[src/apb_mon_pkg.sv]
/*
 * Shared definitions for the APB4 protocol monitor
 *  - bus widths and word offset bits
 *  - rule numbers and the rule vector type
 *  - watchdog limit, credit and queue limits, counter widths
 *  - report payload union (address view or watchdog view)
 */
package apb_mon_pkg;

  ////////////////////////////////////////////////////////////
  // Bus widths
  ////////////////////////////////////////////////////////////
  localparam int ADDR_WIDTH    = 32;
  localparam int DATA_WIDTH    = 32;
  localparam int STRB_WIDTH    = DATA_WIDTH / 8;
  localparam int PROT_WIDTH    = 3;
  // Address bits below one data word
  localparam int WORD_LSB      = $clog2(STRB_WIDTH);
  localparam int PAYLOAD_WIDTH = ADDR_WIDTH;

  ////////////////////////////////////////////////////////////
  // Rule numbering
  ////////////////////////////////////////////////////////////
  localparam int NUM_RULES     = 13;
  localparam int RULE_ID_WIDTH = $clog2(NUM_RULES);

  // Lower number wins when several rules fire together
  localparam int RULE_PSEL_DROP        = 0;
  localparam int RULE_PENABLE_SETUP    = 1;
  localparam int RULE_PENABLE_ACCESS   = 2;
  localparam int RULE_PADDR_UNSTABLE   = 3;
  localparam int RULE_PWRITE_UNSTABLE  = 4;
  localparam int RULE_PWDATA_UNSTABLE  = 5;
  localparam int RULE_PSTRB_UNSTABLE   = 6;
  localparam int RULE_PPROT_UNSTABLE   = 7;
  localparam int RULE_PSTRB_SHAPE      = 8;
  localparam int RULE_PSTRB_READ       = 9;
  localparam int RULE_PADDR_STRB_ALIGN = 10;
  localparam int RULE_PADDR_WORD_ALIGN = 11;
  localparam int RULE_WATCHDOG         = 12;

  typedef logic [NUM_RULES-1:0] rule_vec_t;

  ////////////////////////////////////////////////////////////
  // Watchdog, credits, report queue
  ////////////////////////////////////////////////////////////
  localparam int WATCHDOG_LIMIT   = 16;
  localparam int WAIT_COUNT_WIDTH = 8;
  localparam int CREDIT_MAX       = 4;
  localparam int CREDIT_WIDTH     = $clog2(CREDIT_MAX + 1);
  localparam int QUEUE_DEPTH      = 4;
  localparam int QPTR_WIDTH       = $clog2(QUEUE_DEPTH);
  localparam int QCNT_WIDTH       = $clog2(QUEUE_DEPTH + 1);
  localparam int DROP_COUNT_WIDTH = 8;

  // Report word, decoded by rule number
  // Watchdog report holds the wait count, upper bits zero
  typedef union packed {
    logic [PAYLOAD_WIDTH-1:0] addr;
    struct packed {
      logic [PAYLOAD_WIDTH-WAIT_COUNT_WIDTH-1:0] pad;
      logic [WAIT_COUNT_WIDTH-1:0]               cycles;
    } wdog;
  } report_payload_u;

endpackage
[src/apb_mon_if.sv]
/*
 * Bus snapshot from the capture stage to the rule stage
 *  - current and previous-cycle APB4 signals
 *  - Setup/Access phase flags
 */
`timescale 1ns/1ns

interface apb_mon_if;
  import apb_mon_pkg::*;

  // Current sample, snap_valid is the registered PSEL
  logic                  snap_valid;
  logic                  penable;
  logic [ADDR_WIDTH-1:0] paddr;
  logic                  pwrite;
  logic [DATA_WIDTH-1:0] pwdata;
  logic [STRB_WIDTH-1:0] pstrb;
  logic [PROT_WIDTH-1:0] pprot;
  logic                  pready;

  // Sample from one cycle earlier
  logic                  prev_psel;
  logic                  prev_pready;
  logic [ADDR_WIDTH-1:0] prev_paddr;
  logic                  prev_pwrite;
  logic [DATA_WIDTH-1:0] prev_pwdata;
  logic [STRB_WIDTH-1:0] prev_pstrb;
  logic [PROT_WIDTH-1:0] prev_pprot;

  logic                  setup_phase;
  logic                  access_phase;

  modport capture_mp (
    output snap_valid, penable, paddr, pwrite, pwdata, pstrb, pprot, pready,
    output prev_psel, prev_pready, prev_paddr, prev_pwrite, prev_pwdata,
    output prev_pstrb, prev_pprot, setup_phase, access_phase
  );

  modport rule_mp (
    input snap_valid, penable, paddr, pwrite, pwdata, pstrb, pprot, pready,
    input prev_psel, prev_pready, prev_paddr, prev_pwrite, prev_pwdata,
    input prev_pstrb, prev_pprot, setup_phase, access_phase
  );

endinterface

[src/apb_monitor_top.sv]
/*
 * APB4 protocol monitor top level
 *  - capture, rule and report stages
 *  - plain APB4 and report ports
 */
`timescale 1ns/1ns

module apb_monitor_top
(
  input  logic                                     PCLK,
  input  logic                                     PRESETn,
  input  logic                                     psel,
  input  logic                                     penable,
  input  logic [apb_mon_pkg::ADDR_WIDTH-1:0]       paddr,
  input  logic                                     pwrite,
  input  logic [apb_mon_pkg::DATA_WIDTH-1:0]       pwdata,
  input  logic [apb_mon_pkg::STRB_WIDTH-1:0]       pstrb,
  input  logic [apb_mon_pkg::PROT_WIDTH-1:0]       pprot,
  input  logic                                     pready,
  input  logic                                     report_credit,
  output logic                                     report_valid,
  output logic [apb_mon_pkg::RULE_ID_WIDTH-1:0]    report_rule,
  output logic [apb_mon_pkg::PAYLOAD_WIDTH-1:0]    report_payload,
  output apb_mon_pkg::rule_vec_t                   violation_flags,
  output logic [apb_mon_pkg::DROP_COUNT_WIDTH-1:0] drop_count
);
  import apb_mon_pkg::*;

  rule_vec_t                   viol_vec;
  logic [ADDR_WIDTH-1:0]       viol_addr;
  logic [WAIT_COUNT_WIDTH-1:0] wait_count;

  // Snapshot between stage 1 and stage 2
  apb_mon_if snap_if ();

  apb_capture_stage apb_capture_stage_i (
    .PCLK    (PCLK),
    .PRESETn (PRESETn),
    .psel    (psel),
    .penable (penable),
    .paddr   (paddr),
    .pwrite  (pwrite),
    .pwdata  (pwdata),
    .pstrb   (pstrb),
    .pprot   (pprot),
    .pready  (pready),
    .snap    (snap_if.capture_mp)
  );

  apb_rule_stage apb_rule_stage_i (
    .PCLK       (PCLK),
    .PRESETn    (PRESETn),
    .snap       (snap_if.rule_mp),
    .viol_vec   (viol_vec),
    .viol_addr  (viol_addr),
    .wait_count (wait_count)
  );

  apb_report_queue apb_report_queue_i (
    .PCLK            (PCLK),
    .PRESETn         (PRESETn),
    .viol_vec        (viol_vec),
    .viol_addr       (viol_addr),
    .wait_count      (wait_count),
    .report_credit   (report_credit),
    .report_valid    (report_valid),
    .report_rule     (report_rule),
    .report_payload  (report_payload),
    .violation_flags (violation_flags),
    .drop_count      (drop_count)
  );

endmodule

[src/apb_report_queue.sv]
/*
 * Stage 3 of the APB4 monitor
 *  - lowest-rule select and payload build
 *  - report FIFO with credit-based output
 *  - sticky violation flags and saturating drop counter
 */
`timescale 1ns/1ns

module apb_report_queue
(
  input  logic                                     PCLK,
  input  logic                                     PRESETn,
  input  apb_mon_pkg::rule_vec_t                   viol_vec,
  input  logic [apb_mon_pkg::ADDR_WIDTH-1:0]       viol_addr,
  input  logic [apb_mon_pkg::WAIT_COUNT_WIDTH-1:0] wait_count,
  input  logic                                     report_credit,
  output logic                                     report_valid,
  output logic [apb_mon_pkg::RULE_ID_WIDTH-1:0]    report_rule,
  output apb_mon_pkg::report_payload_u             report_payload,
  output apb_mon_pkg::rule_vec_t                   violation_flags,
  output logic [apb_mon_pkg::DROP_COUNT_WIDTH-1:0] drop_count
);
  import apb_mon_pkg::*;

  logic [RULE_ID_WIDTH-1:0] mem_rule [QUEUE_DEPTH];
  report_payload_u          mem_payload [QUEUE_DEPTH];
  logic [QPTR_WIDTH-1:0]    wr_ptr;
  logic [QPTR_WIDTH-1:0]    rd_ptr;
  logic [QCNT_WIDTH-1:0]    q_count;
  logic [CREDIT_WIDTH-1:0]  credits;
  logic [RULE_ID_WIDTH-1:0] new_rule;
  report_payload_u          new_payload;
  logic                     push;
  logic                     pop;
  logic                     drop;

  // Priority encoder, bit 0 wins
  function automatic logic [RULE_ID_WIDTH-1:0] lowest_rule(input rule_vec_t v);
    logic [RULE_ID_WIDTH-1:0] id;
    id = '0;
    for (int i = NUM_RULES - 1; i >= 0; i--)
      if (v[i])
        id = RULE_ID_WIDTH'(i);
    return id;
  endfunction

  function automatic logic [QPTR_WIDTH-1:0] next_ptr(input logic [QPTR_WIDTH-1:0] p);
    return (p == QPTR_WIDTH'(QUEUE_DEPTH - 1)) ? '0 : p + 1'b1;
  endfunction

  ////////////////////////////////////////////////////////////
  // New report
  ////////////////////////////////////////////////////////////
  always_comb
  begin
    new_rule    = lowest_rule(viol_vec);
    new_payload = '0;
    if (new_rule == RULE_ID_WIDTH'(RULE_WATCHDOG))
      new_payload.wdog.cycles = wait_count;
    else
      new_payload.addr = viol_addr;
  end

  assign push = (|viol_vec) & (q_count != QCNT_WIDTH'(QUEUE_DEPTH));
  assign drop = (|viol_vec) & ~push;
  // One report per clock while credits last
  assign pop  = (q_count != '0) & (credits != '0);

  ////////////////////////////////////////////////////////////
  // Queue control, credits, flags
  ////////////////////////////////////////////////////////////
  always_ff @(posedge PCLK or negedge PRESETn)
  begin
    if (!PRESETn)
    begin
      wr_ptr          <= '0;
      rd_ptr          <= '0;
      q_count         <= '0;
      credits         <= CREDIT_WIDTH'(CREDIT_MAX);
      report_valid    <= 1'b0;
      violation_flags <= '0;
      drop_count      <= '0;
    end
    else
    begin
      if (push)
        wr_ptr <= next_ptr(wr_ptr);
      if (pop)
        rd_ptr <= next_ptr(rd_ptr);
      q_count <= q_count + QCNT_WIDTH'(push) - QCNT_WIDTH'(pop);

      // Spend on send, refill on credit pulse, never above the grant
      case ({pop, report_credit})
        2'b10: credits <= credits - 1'b1;
        2'b01:
          if (credits != CREDIT_WIDTH'(CREDIT_MAX))
            credits <= credits + 1'b1;
        default: ;
      endcase

      report_valid    <= pop;
      violation_flags <= violation_flags | viol_vec;
      if (drop && !(&drop_count))
        drop_count <= drop_count + 1'b1;
    end
  end

  // FIFO storage and output word
  always_ff @(posedge PCLK)
  begin
    if (push)
    begin
      mem_rule[wr_ptr]    <= new_rule;
      mem_payload[wr_ptr] <= new_payload;
    end
    if (pop)
    begin
      report_rule    <= mem_rule[rd_ptr];
      report_payload <= mem_payload[rd_ptr];
    end
  end

endmodule

[src/apb_rule_stage.sv]
/*
 * Stage 2 of the APB4 monitor
 *  - phase, stability, strobe and alignment rules on each snapshot
 *  - transfer watchdog
 *  - registered violation vector with address and wait count
 */
`timescale 1ns/1ns

module apb_rule_stage
(
  input  logic                                     PCLK,
  input  logic                                     PRESETn,
  apb_mon_if.rule_mp                               snap,
  output apb_mon_pkg::rule_vec_t                   viol_vec,
  output logic [apb_mon_pkg::ADDR_WIDTH-1:0]       viol_addr,
  output logic [apb_mon_pkg::WAIT_COUNT_WIDTH-1:0] wait_count
);
  import apb_mon_pkg::*;

  rule_vec_t                   hit;
  logic                        stable_chk;
  logic                        wr_setup;
  logic                        strb_ok;
  logic [WORD_LSB-1:0]         align_mask;
  logic                        wd_run;
  logic                        wd_hit;
  logic [WAIT_COUNT_WIDTH-1:0] wd_cnt;
  logic [WAIT_COUNT_WIDTH-1:0] wd_next;

  ////////////////////////////////////////////////////////////
  // Strobe decode
  ////////////////////////////////////////////////////////////
  // Match against every naturally aligned byte/half-word/word group
  // align_mask keeps the address bits that must be zero for that size
  always_comb
  begin
    strb_ok    = 1'b0;
    align_mask = '0;
    for (int s = 0; s <= WORD_LSB; s++)
      for (int o = 0; o < STRB_WIDTH; o += (1 << s))
        if (snap.pstrb == STRB_WIDTH'(((1 << (1 << s)) - 1) << o))
        begin
          strb_ok    = 1'b1;
          align_mask = WORD_LSB'((1 << s) - 1);
        end
  end

  // Stability only inside a transfer that is still waiting
  assign stable_chk = snap.snap_valid & snap.prev_psel & ~snap.prev_pready;

  // Attribute rules are checked once per transfer, in Setup
  // Later changes are caught by the stability rules
  assign wr_setup   = snap.setup_phase & snap.pwrite;

  ////////////////////////////////////////////////////////////
  // Watchdog
  ////////////////////////////////////////////////////////////
  // Runs while selected and not completing
  assign wd_run  = snap.snap_valid & ~(snap.penable & snap.pready);
  assign wd_next = wd_cnt + 1'b1;
  assign wd_hit  = wd_run & (wd_next == WAIT_COUNT_WIDTH'(WATCHDOG_LIMIT));

  ////////////////////////////////////////////////////////////
  // Rule evaluation
  ////////////////////////////////////////////////////////////
  always_comb
  begin
    hit = '0;
    // PSEL gone while an Access was still pending
    hit[RULE_PSEL_DROP]        = ~snap.snap_valid & snap.access_phase;
    hit[RULE_PENABLE_SETUP]    = snap.setup_phase & snap.penable;
    hit[RULE_PENABLE_ACCESS]   = snap.access_phase & snap.snap_valid & ~snap.penable;
    hit[RULE_PADDR_UNSTABLE]   = stable_chk & (snap.paddr != snap.prev_paddr);
    hit[RULE_PWRITE_UNSTABLE]  = stable_chk & (snap.pwrite != snap.prev_pwrite);
    hit[RULE_PWDATA_UNSTABLE]  = stable_chk & (snap.pwdata != snap.prev_pwdata);
    hit[RULE_PSTRB_UNSTABLE]   = stable_chk & (snap.pstrb != snap.prev_pstrb);
    hit[RULE_PPROT_UNSTABLE]   = stable_chk & (snap.pprot != snap.prev_pprot);
    // All-zero strobe on a write is legal
    hit[RULE_PSTRB_SHAPE]      = wr_setup & (|snap.pstrb) & ~strb_ok;
    hit[RULE_PSTRB_READ]       = snap.setup_phase & ~snap.pwrite & (|snap.pstrb);
    hit[RULE_PADDR_STRB_ALIGN] = wr_setup & strb_ok &
                                 (|(snap.paddr[WORD_LSB-1:0] & align_mask));
    hit[RULE_PADDR_WORD_ALIGN] = snap.setup_phase & (|snap.paddr[WORD_LSB-1:0]);
    hit[RULE_WATCHDOG]         = wd_hit;
  end

  always_ff @(posedge PCLK or negedge PRESETn)
  begin
    if (!PRESETn)
    begin
      viol_vec <= '0;
      wd_cnt   <= '0;
    end
    else
    begin
      viol_vec <= hit;
      // Restart after firing so a long stall reports again
      wd_cnt   <= (wd_run && !wd_hit) ? wd_next : '0;
    end
  end

  // Report fields, valid with viol_vec
  // PSEL already low on a drop, so take the address of the cycle before
  always_ff @(posedge PCLK)
  begin
    viol_addr  <= snap.snap_valid ? snap.paddr : snap.prev_paddr;
    wait_count <= wd_next;
  end

endmodule

[src/apb_capture_stage.sv]
/*
 * Stage 1 of the APB4 monitor
 *  - registers the bus every clock
 *  - keeps the previous-cycle copy
 *  - tracks the Setup and Access phases
 */
`timescale 1ns/1ns

module apb_capture_stage
(
  input  logic                               PCLK,
  input  logic                               PRESETn,
  input  logic                               psel,
  input  logic                               penable,
  input  logic [apb_mon_pkg::ADDR_WIDTH-1:0] paddr,
  input  logic                               pwrite,
  input  logic [apb_mon_pkg::DATA_WIDTH-1:0] pwdata,
  input  logic [apb_mon_pkg::STRB_WIDTH-1:0] pstrb,
  input  logic [apb_mon_pkg::PROT_WIDTH-1:0] pprot,
  input  logic                               pready,
  apb_mon_if.capture_mp                      snap
);

  // Only needed to spot a completed Access
  logic prev_penable;

  ////////////////////////////////////////////////////////////
  // Control samples
  ////////////////////////////////////////////////////////////
  always_ff @(posedge PCLK or negedge PRESETn)
  begin
    if (!PRESETn)
    begin
      snap.snap_valid  <= 1'b0;
      snap.penable     <= 1'b0;
      snap.pready      <= 1'b0;
      snap.prev_psel   <= 1'b0;
      snap.prev_pready <= 1'b0;
      prev_penable     <= 1'b0;
    end
    else
    begin
      snap.snap_valid  <= psel;
      snap.penable     <= penable;
      snap.pready      <= pready;
      snap.prev_psel   <= snap.snap_valid;
      snap.prev_pready <= snap.pready;
      prev_penable     <= snap.penable;
    end
  end

  // Address and data samples
  always_ff @(posedge PCLK)
  begin
    snap.paddr       <= paddr;
    snap.pwrite      <= pwrite;
    snap.pwdata      <= pwdata;
    snap.pstrb       <= pstrb;
    snap.pprot       <= pprot;
    snap.prev_paddr  <= snap.paddr;
    snap.prev_pwrite <= snap.pwrite;
    snap.prev_pwdata <= snap.pwdata;
    snap.prev_pstrb  <= snap.pstrb;
    snap.prev_pprot  <= snap.pprot;
  end

  ////////////////////////////////////////////////////////////
  // Phase tracking
  ////////////////////////////////////////////////////////////
  // Setup: PSEL rising, or PSEL held after a completed Access
  assign snap.setup_phase = snap.snap_valid &
                            (~snap.prev_psel | (prev_penable & snap.prev_pready));

  // Access follows Setup, ends on PREADY or when PSEL goes away
  always_ff @(posedge PCLK or negedge PRESETn)
  begin
    if (!PRESETn)
      snap.access_phase <= 1'b0;
    else if (snap.setup_phase)
      snap.access_phase <= 1'b1;
    else if (snap.pready || !snap.snap_valid)
      snap.access_phase <= 1'b0;
  end

endmodule

[config.mk]
export PLATFORM = sky130hd
export DESIGN_NAME = apb_monitor_top
export DESIGN_NICKNAME = d
export VERILOG_FILES = /design/src/apb_mon_pkg.sv /design/src/apb_mon_if.sv /design/src/apb_monitor_top.sv /design/src/apb_report_queue.sv /design/src/apb_rule_stage.sv /design/src/apb_capture_stage.sv
export SDC_FILE = /design/constraint.sdc
export NUM_CORES = 1
export LEC_CHECK = 0
export CAP_MARGIN = 20
export CORE_MARGIN = 2
export CORE_UTILIZATION = 35
export CTS_BUF_LIST = sky130_fd_sc_hd__clkbuf_4 sky130_fd_sc_hd__clkbuf_8
export CTS_CLUSTER_SIZE = 8
export DETAILED_ROUTE_END_ITERATION = 12
export DONT_BUFFER_PORTS = 1
export HOLD_SLACK_MARGIN = 0.06
export PLACE_DENSITY = 0.46
export SYNTH_ARGS = -nofsm -noshare
export SYNTH_HDL_FRONTEND = slang
export SYNTH_SLANG_ARGS = --single-unit
[constraint.sdc]
create_clock -name PCLK -period 3.9 [get_ports PCLK]
set_clock_uncertainty 0.15 [all_clocks]
set_input_delay 0.195 -clock PCLK [delete_from_list [all_inputs] [get_ports PCLK]]
set_output_delay 0.195 -clock PCLK [all_outputs]
set_load 0.03 [all_outputs]
## Yosys cells after proc, flatten, opt, wreduce, memory -nomap -nowiden

Memory sizes are Yosys's and may differ from the RTL's. A register that Yosys moved wholly into a read port is not among the register bits.
Cells that the tools add are included.

| storage, ports and cells | value |
|---|---|
| register bits | 244 |
| memory bits (writable) | 144 |
| bits of input ports | 78 |
| logic and storage cells | 148 |
| memories | 2 |

Memories:

| memory | words | bits a word | rd ports | clocked after Yosys merged registers in | wr ports | line | text |
|---|---|---|---|---|---|---|---|
| apb_report_queue_i.mem_payload | 4 | 32 | 1 | 1 | 1 | apb_report_queue.sv:26 | `report_payload_u mem_payload [QUEUE_DEPTH];` |
| apb_report_queue_i.mem_rule | 4 | 4 | 1 | 1 | 1 | apb_report_queue.sv:25 | `logic [RULE_ID_WIDTH-1:0] mem_rule [QUEUE_DEPTH];` |

| operators by class | value |
|---|---|
| add/subtract/negate cells | 8 |
| eq/ne operators | 21 |
| muxes and demuxes | 35 |
| bitwise operators | 38 |
| reduce and logical (&&, ||, !) cells | 16 |

Operators by type and width:

| cell | number |
|---|---|
| $ne 32x32->1 | 2 |
| $mux 4 | 13 |
| $mux 32 | 1 |
| $and 1x1->1 | 27 |
| $mux 24 | 1 |
| $add 8x1->8 const B | 2 |
| $eq 4x4->1 const B | 4 |
| $mux 8 | 2 |
| $mux 1 | 13 |
| $or 13x13->13 | 1 |
| $reduce_or 13->1 | 1 |
| $eq 4x2->1 const B | 2 |
| $eq 8x5->1 const B | 1 |
| $not 1->1 | 8 |
| $reduce_and 8->1 | 1 |
| $eq 2x2->1 const B | 3 |
| $mux 2 | 3 |
| $ne 3x3->1 const B | 2 |
| $pmux 3 s2 | 1 |
| $reduce_bool 3->1 | 2 |
| $add 2x1->2 const B | 2 |
| $eq 4x1->1 const B | 1 |
| $eq 4x3->1 const B | 1 |
| $ne 4x4->1 | 1 |
| other kinds (18) | 23 |

## Depth between registers and ports, before layout

| depth | value |
|---|---|
| depth after elaboration | 15 |
| gate-level depth with buffers | 10 |
| depth with buffers taken out | 9 |

## By module

From an unflattened synthesis, not the netlist that was laid out.

| second synthesis, totals | value |
|---|---|
| cell total of the unflattened synthesis | 820 |
| area total of the unflattened synthesis | 14136.1 sq um |

Modules (own cells, without submodules):

| module | instances | cells an instance | area each (sq um) | seq. area each (sq um) |
|---|---|---|---|---|
| apb_report_queue | 1 | 405 | 8137.8 | 6207.2 |
| apb_capture_stage | 1 | 155 | 3093.0 | 3057.9 |
| apb_rule_stage | 1 | 260 | 2905.3 | 1326.3 |

## Least setup slack after synthesis

No wires, ideal clock.

| timing path | value |
|---|---|
| path kind | register to register |
| start | reg apb_report_queue_i.credits[2] |
| end | reg apb_report_queue_i.q_count[2] |
| setup time | 0.125 ns |
| data arrival time | 3.235 ns |
| required time | 3.625 ns |
| slack | 0.390 ns |
| cell stages (with the launch flop) | 10 |
| buffers on the path | 1 |
| period minus slack after synthesis | 3.510 ns |
| path through | dfstp_2 o32a_1 clkbuf_1 ha_1 inv_1 ha_1 inv_1 fa_1 xnor2_1 xnor2_1 |

| between the ends | value |
|---|---|
| cells in the longest elaborated chain, start to end | 3 |

RTL lines:

| item | line | text |
|---|---|---|
| from (decl) | apb_report_queue.sv:30 | `logic [CREDIT_WIDTH-1:0] credits;` |
| from (signal assigned) | apb_report_queue.sv:79 | `credits <= CREDIT_WIDTH'(CREDIT_MAX);` |
| from (signal assigned) | apb_report_queue.sv:94 | `2'b10: credits <= credits - 1'b1;` |
| from (signal assigned) | apb_report_queue.sv:97 | `credits <= credits + 1'b1;` |
| $reduce_bool 3->1 | apb_report_queue.sv:67 | `assign pop = (q_count != '0) & (credits != '0);` |
| $and 1x1->1 | apb_report_queue.sv:67 |  |
| via apb_report_queue_i.pop | apb_report_queue.sv:34 | `logic pop;` |
| $sub 3x1->3 | apb_report_queue.sv:90 | `q_count <= q_count + QCNT_WIDTH'(push) - QCNT_WIDTH'(pop);` |
| to (signal assigned) | apb_report_queue.sv:90 |  |
| to (decl) | apb_report_queue.sv:29 | `logic [QCNT_WIDTH-1:0] q_count;` |

The timed path passes the listed nets, and every way through them passes these cells.
A chain may end at the register's enable or synchronous reset.

## Worst setup path after layout

| timing path | value |
|---|---|
| start | reg apb_rule_stage_i.viol_vec[6] |
| end | reg apb_report_queue_i.q_count[1] |

| between the ends | value |
|---|---|
| cells in the longest elaborated chain, start to end | 4 |

RTL lines:

| item | line | text |
|---|---|---|
| from (decl) | apb_rule_stage.sv:14 | `output apb_mon_pkg::rule_vec_t viol_vec,` |
| from (signal assigned) | apb_rule_stage.sv:96 | `viol_vec <= hit;` |
| $reduce_or 13->1 | apb_report_queue.sv:64 | `assign push = (\|viol_vec) & (q_count != QCNT_WIDTH'(QUEUE_DEPTH));` |
| $and 1x1->1 | apb_report_queue.sv:64 |  |
| via apb_report_queue_i.push | apb_report_queue.sv:33 | `logic push;` |
| $add 3x1->3 | apb_report_queue.sv:90 |  |
| $sub 3x1->3 | apb_report_queue.sv:90 |  |

The timed path passes the listed nets, and every way through them passes these cells.

==> metrics.txt <==
row count=73; max-cap viol count=0; Cell Int Power=0.00916 W; fin crit share=0.697; post-cts sizing count=0; RSZ-0062 raised after global routing=no; library cells used by synthesis=49; post-synthesis sequential area ratio=0.751; Critical Path End Type=register; port buffer count=0; Cell Chain, Critical Path=nor4_1, nor4b_4, nor2_4, ha_1, inv_1, fa_1, inv_1; Mapped Area=14100 um^2; root buf cell=clkbuf_8; via count=7262; GR Util All Layers=0.138; final setup violation count=0; Slowest cell on crit path=nor4_1; worst setup margin=1180 ps; die outline area=41900 um^2; Placed Area=14800 um^2; switching portion of total power=0.283; most used cell, CP=inv_1; worst slack, placed=1160 ps; TritonCTS clock tree=done; I/O pins=136; worst-margin pin slew=1010 ps; share of cells above drive strength 1=0.226; crit path kind=reg2reg; clock share of power=0.322; vias in the first global route=7909; largest net degree at the start of global routing=60; hpwl dp=17300 um; Crit path buffers/inverters=2; CP top delay family=simple AND/OR/NAND/NOR gates; 1st-iter DRT viols=223; worst reg2reg startpoint=apb_rule_stage_i.viol_vec[6]; Avg Cell Area, Syn=17.2 um^2; Synth Register Bits=424; Die H=205 um; final hold vios=0; pins over their slew limit=0; Final ANT Viol Nets=0; Req. time, crit path=4270 ps; Detailed Route WL=27800 um; clock slew at reported path FFs=50 ps; RR Endpoint=apb_report_queue_i.q_count[1]; Inserted Diodes=0; FFs w/ async S/R, synth=0.142; Post-CTS Setup Bufs=0; hold path start=apb_capture_stage_i.snap.pprot[2]; CTS H-tree depth=3; first-pass GRT wire length=43800 um; initial antenna violation count=0; f_max=368 MHz; WL/cell=17.1 um; cts hold-fix bufs=155; # placed instances=1337; Post-Synthesis Cells=821; Mapped Nets=910; P_sw=0.00362 W; r2r setup slk=1180 ps; TritonRoute pass-1 iters=6; Peak supply drop=348 uV; Finished Layout Cells=1624; sequential share of power=0.522; ys flop type=dfxtp_1; CTS max path bufs=3; DRC=0; total grt overflow=0; Nets=1132; chip width=205 um; Comb power frac=0.156; Hold Path Sink=apb_capture_stage_i.snap.prev_pprot[2]; Post-Layout Inst Area=17900 um^2; slowest cell delay on critical path=620 ps; Worst Setup Start Kind=register; Max FO, Critical Path=8; status=finished, final reports clean; number of synthesized flops with an enable pin=180; yosys warns=0; Placer Congestion=0.738; Initial Util=0.355; Hold Path Depth=0; P_leak=6.64 nW; Clock Latency Late Sink=590 ps; Clock Sinks=424; area delta synth->final=26.8%; worst r2r path cells=7; CORE AREA=39700 um^2; CP arrival=3090 ps; Min-Delay Path Class=reg2reg; TritonCTS Buffers=74; Vias/cell=4.47; Max-slew headroom=0.327; min cycle time layout=2720 ps; final core utilization=0.450; PD cells=715 nW/um^2; setup_tns=0 ps
==> registers in the layout, summed over array words and instances (netlist names), 3 cells and up <==
signal / cells
apb_report_queue_i.credits: 3
apb_capture_stage_i.snap.pwdata: 32
apb_report_queue_i.drop_count: 8
apb_rule_stage_i.wd_cnt: 8
apb_rule_stage_i.viol_addr: 32
apb_capture_stage_i.snap.prev_pstrb: 4
apb_report_queue_i.q_count: 3
apb_report_queue_i.violation_flags: 13
apb_rule_stage_i.viol_vec: 13
apb_report_queue_i.report_rule: 4
apb_report_queue_i.report_payload: 32
apb_capture_stage_i.snap.pprot: 3
apb_capture_stage_i.snap.prev_pwdata: 32
apb_capture_stage_i.snap.prev_paddr: 32
apb_capture_stage_i.snap.pstrb: 4
apb_report_queue_i.mem_payload: 128
apb_capture_stage_i.snap.prev_pprot: 3
apb_capture_stage_i.snap.paddr: 32
apb_rule_stage_i.wait_count: 8
apb_report_queue_i.mem_rule: 16
==> area by class of cell <==
cell class | count | area, um^2
Fill cell | 3482 | 21900
Clock inverter | 11 | 82.6
Inverter | 10 | 37.5
Tap cell | 525 | 657
Multi-Input combinational cell | 368 | 3390
Sequential cell | 424 | 10600
Timing Repair Buffer | 165 | 1660
Clock buffer | 121 | 1450
==> Yosys cell counts, types with 2 or more instances <==
master	number	area, um^2
a211oi_1	5	37.5
a21oi_1	10	50.1
and2_1	30	188
and3_1	4	25.0
buf_1	7	26.3
buf_2	3	15.0
clkbuf_1	9	33.8
dfrtp_1	59	1480
dfxtp_1	184	3680
edfxtp_1	180	5410
fa_1	2	40.0
ha_1	9	113
inv_1	10	37.5
mux2_2	44	495
mux2_4	3	45.0
mux2i_1	2	20.0
mux4_2	36	811
nand2_1	17	63.8
nand2b_1	4	25.0
nand3_1	5	25.0
nand4_1	22	138
nor2_1	17	63.8
nor2b_1	9	56.3
nor3_1	7	35.0
nor3b_1	3	22.5
nor4_1	10	62.6
o21ai_0	6	30.0
o31ai_1	2	15.0
or2_2	16	100
xnor2_1	79	692
xor2_1	9	78.8
==> per-layer routing <==
| layer | GRT usage | vias up | wire [um] | share of wire |
|---|---|---|---|---|
| li1 | - | 3443 | - | - |
| met5 | 0 | - | 0 | 0 |
| met3 | 0.0367 | 60 | 1410 | 0.051 |
| met1 | 0.175 | 3575 | 12500 | 0.45 |
| met4 | 0.0572 | 0 | 656 | 0.024 |
| met2 | 0.224 | 184 | 13300 | 0.48 |
==> cell families after synthesis <==
family                     share of synthesized area
DFF                                            0.751
AOI/OAI and AO/OA                             0.0148
muxes                                         0.0973
buffers and inverters                        0.00799
and+or+nand+nor                               0.0631
adders and majority gates                     0.0108
xor gates and xnor gates                      0.0547
==> power groups by stage <==
stage | Combinational, W | Clock (W) | Sequential, W
final | 0.00200 | 0.00411 | 0.00667
after global routing | 0.00221 | 0.00450 | 0.00678
after CTS | 0.00207 | 0.00427 | 0.00670
after detailed placement | 0.00192 | 0 | 0.00679
after global placement | 0.00186 | 0 | 0.00674
after floorplan | 0.00144 | 0 | 0.00658
==> worst max-delay path by stage <==
stage                                             start                                     to  slack, ps  depth (start not counted)
after floorplan           apb_report_queue_i.credits[2]          apb_report_queue_i.q_count[2]        390                          9
after global placement     apb_rule_stage_i.viol_vec[7]          apb_report_queue_i.q_count[1]       1190                          7
after detailed placement   apb_rule_stage_i.viol_vec[6]  apb_report_queue_i.mem_payload[3][17]       1160                          5
final                      apb_rule_stage_i.viol_vec[6]          apb_report_queue_i.q_count[1]       1180                          7
after CTS                  apb_rule_stage_i.viol_vec[6]  apb_report_queue_i.mem_payload[3][11]       1140                          5
after global routing       apb_rule_stage_i.viol_vec[6]          apb_report_queue_i.q_count[1]        860                          7
==> placed cells by master (no fill, tap or decap), types with 7 or more instances in the layout <==
| cell | synthesis | routed |
|---|---|---|
| nand4_1 | 22 | 22 |
| nand2_1 | 17 | 17 |
| dfxtp_1 | 184 | 184 |
| or2_2 | 16 | 16 |
| nor2b_1 | 9 | 9 |
| xnor2_1 | 79 | 79 |
| clkbuf_8 | 0 | 87 |
| mux2_2 | 44 | 44 |
| dfrtp_1 | 59 | 58 |
| inv_1 | 10 | 10 |
| dlygate4sd3_1 | 0 | 153 |
| mux4_2 | 36 | 36 |
| edfxtp_1 | 180 | 180 |
| xor2_1 | 9 | 9 |
| nor3_1 | 7 | 7 |
| and2_1 | 30 | 30 |
| buf_4 | 0 | 10 |
| clkbuf_4 | 0 | 34 |
| a21oi_1 | 10 | 10 |
| nor2_1 | 17 | 17 |
| ha_1 | 9 | 9 |
| nor4_1 | 10 | 10 |
==> stage by stage <==
stage | hold WS, ps | total power (W)
4_1_cts | 210 | 0.0130
3_5_place_dp | -248 | 0.00871
6_report | 206 | 0.0128
3_3_place_gp | -248 | 0.00860
5_1_grt | 223 | 0.0135
2_1_floorplan | -251 | 0.00802
(Power assumes the default switching activity.)
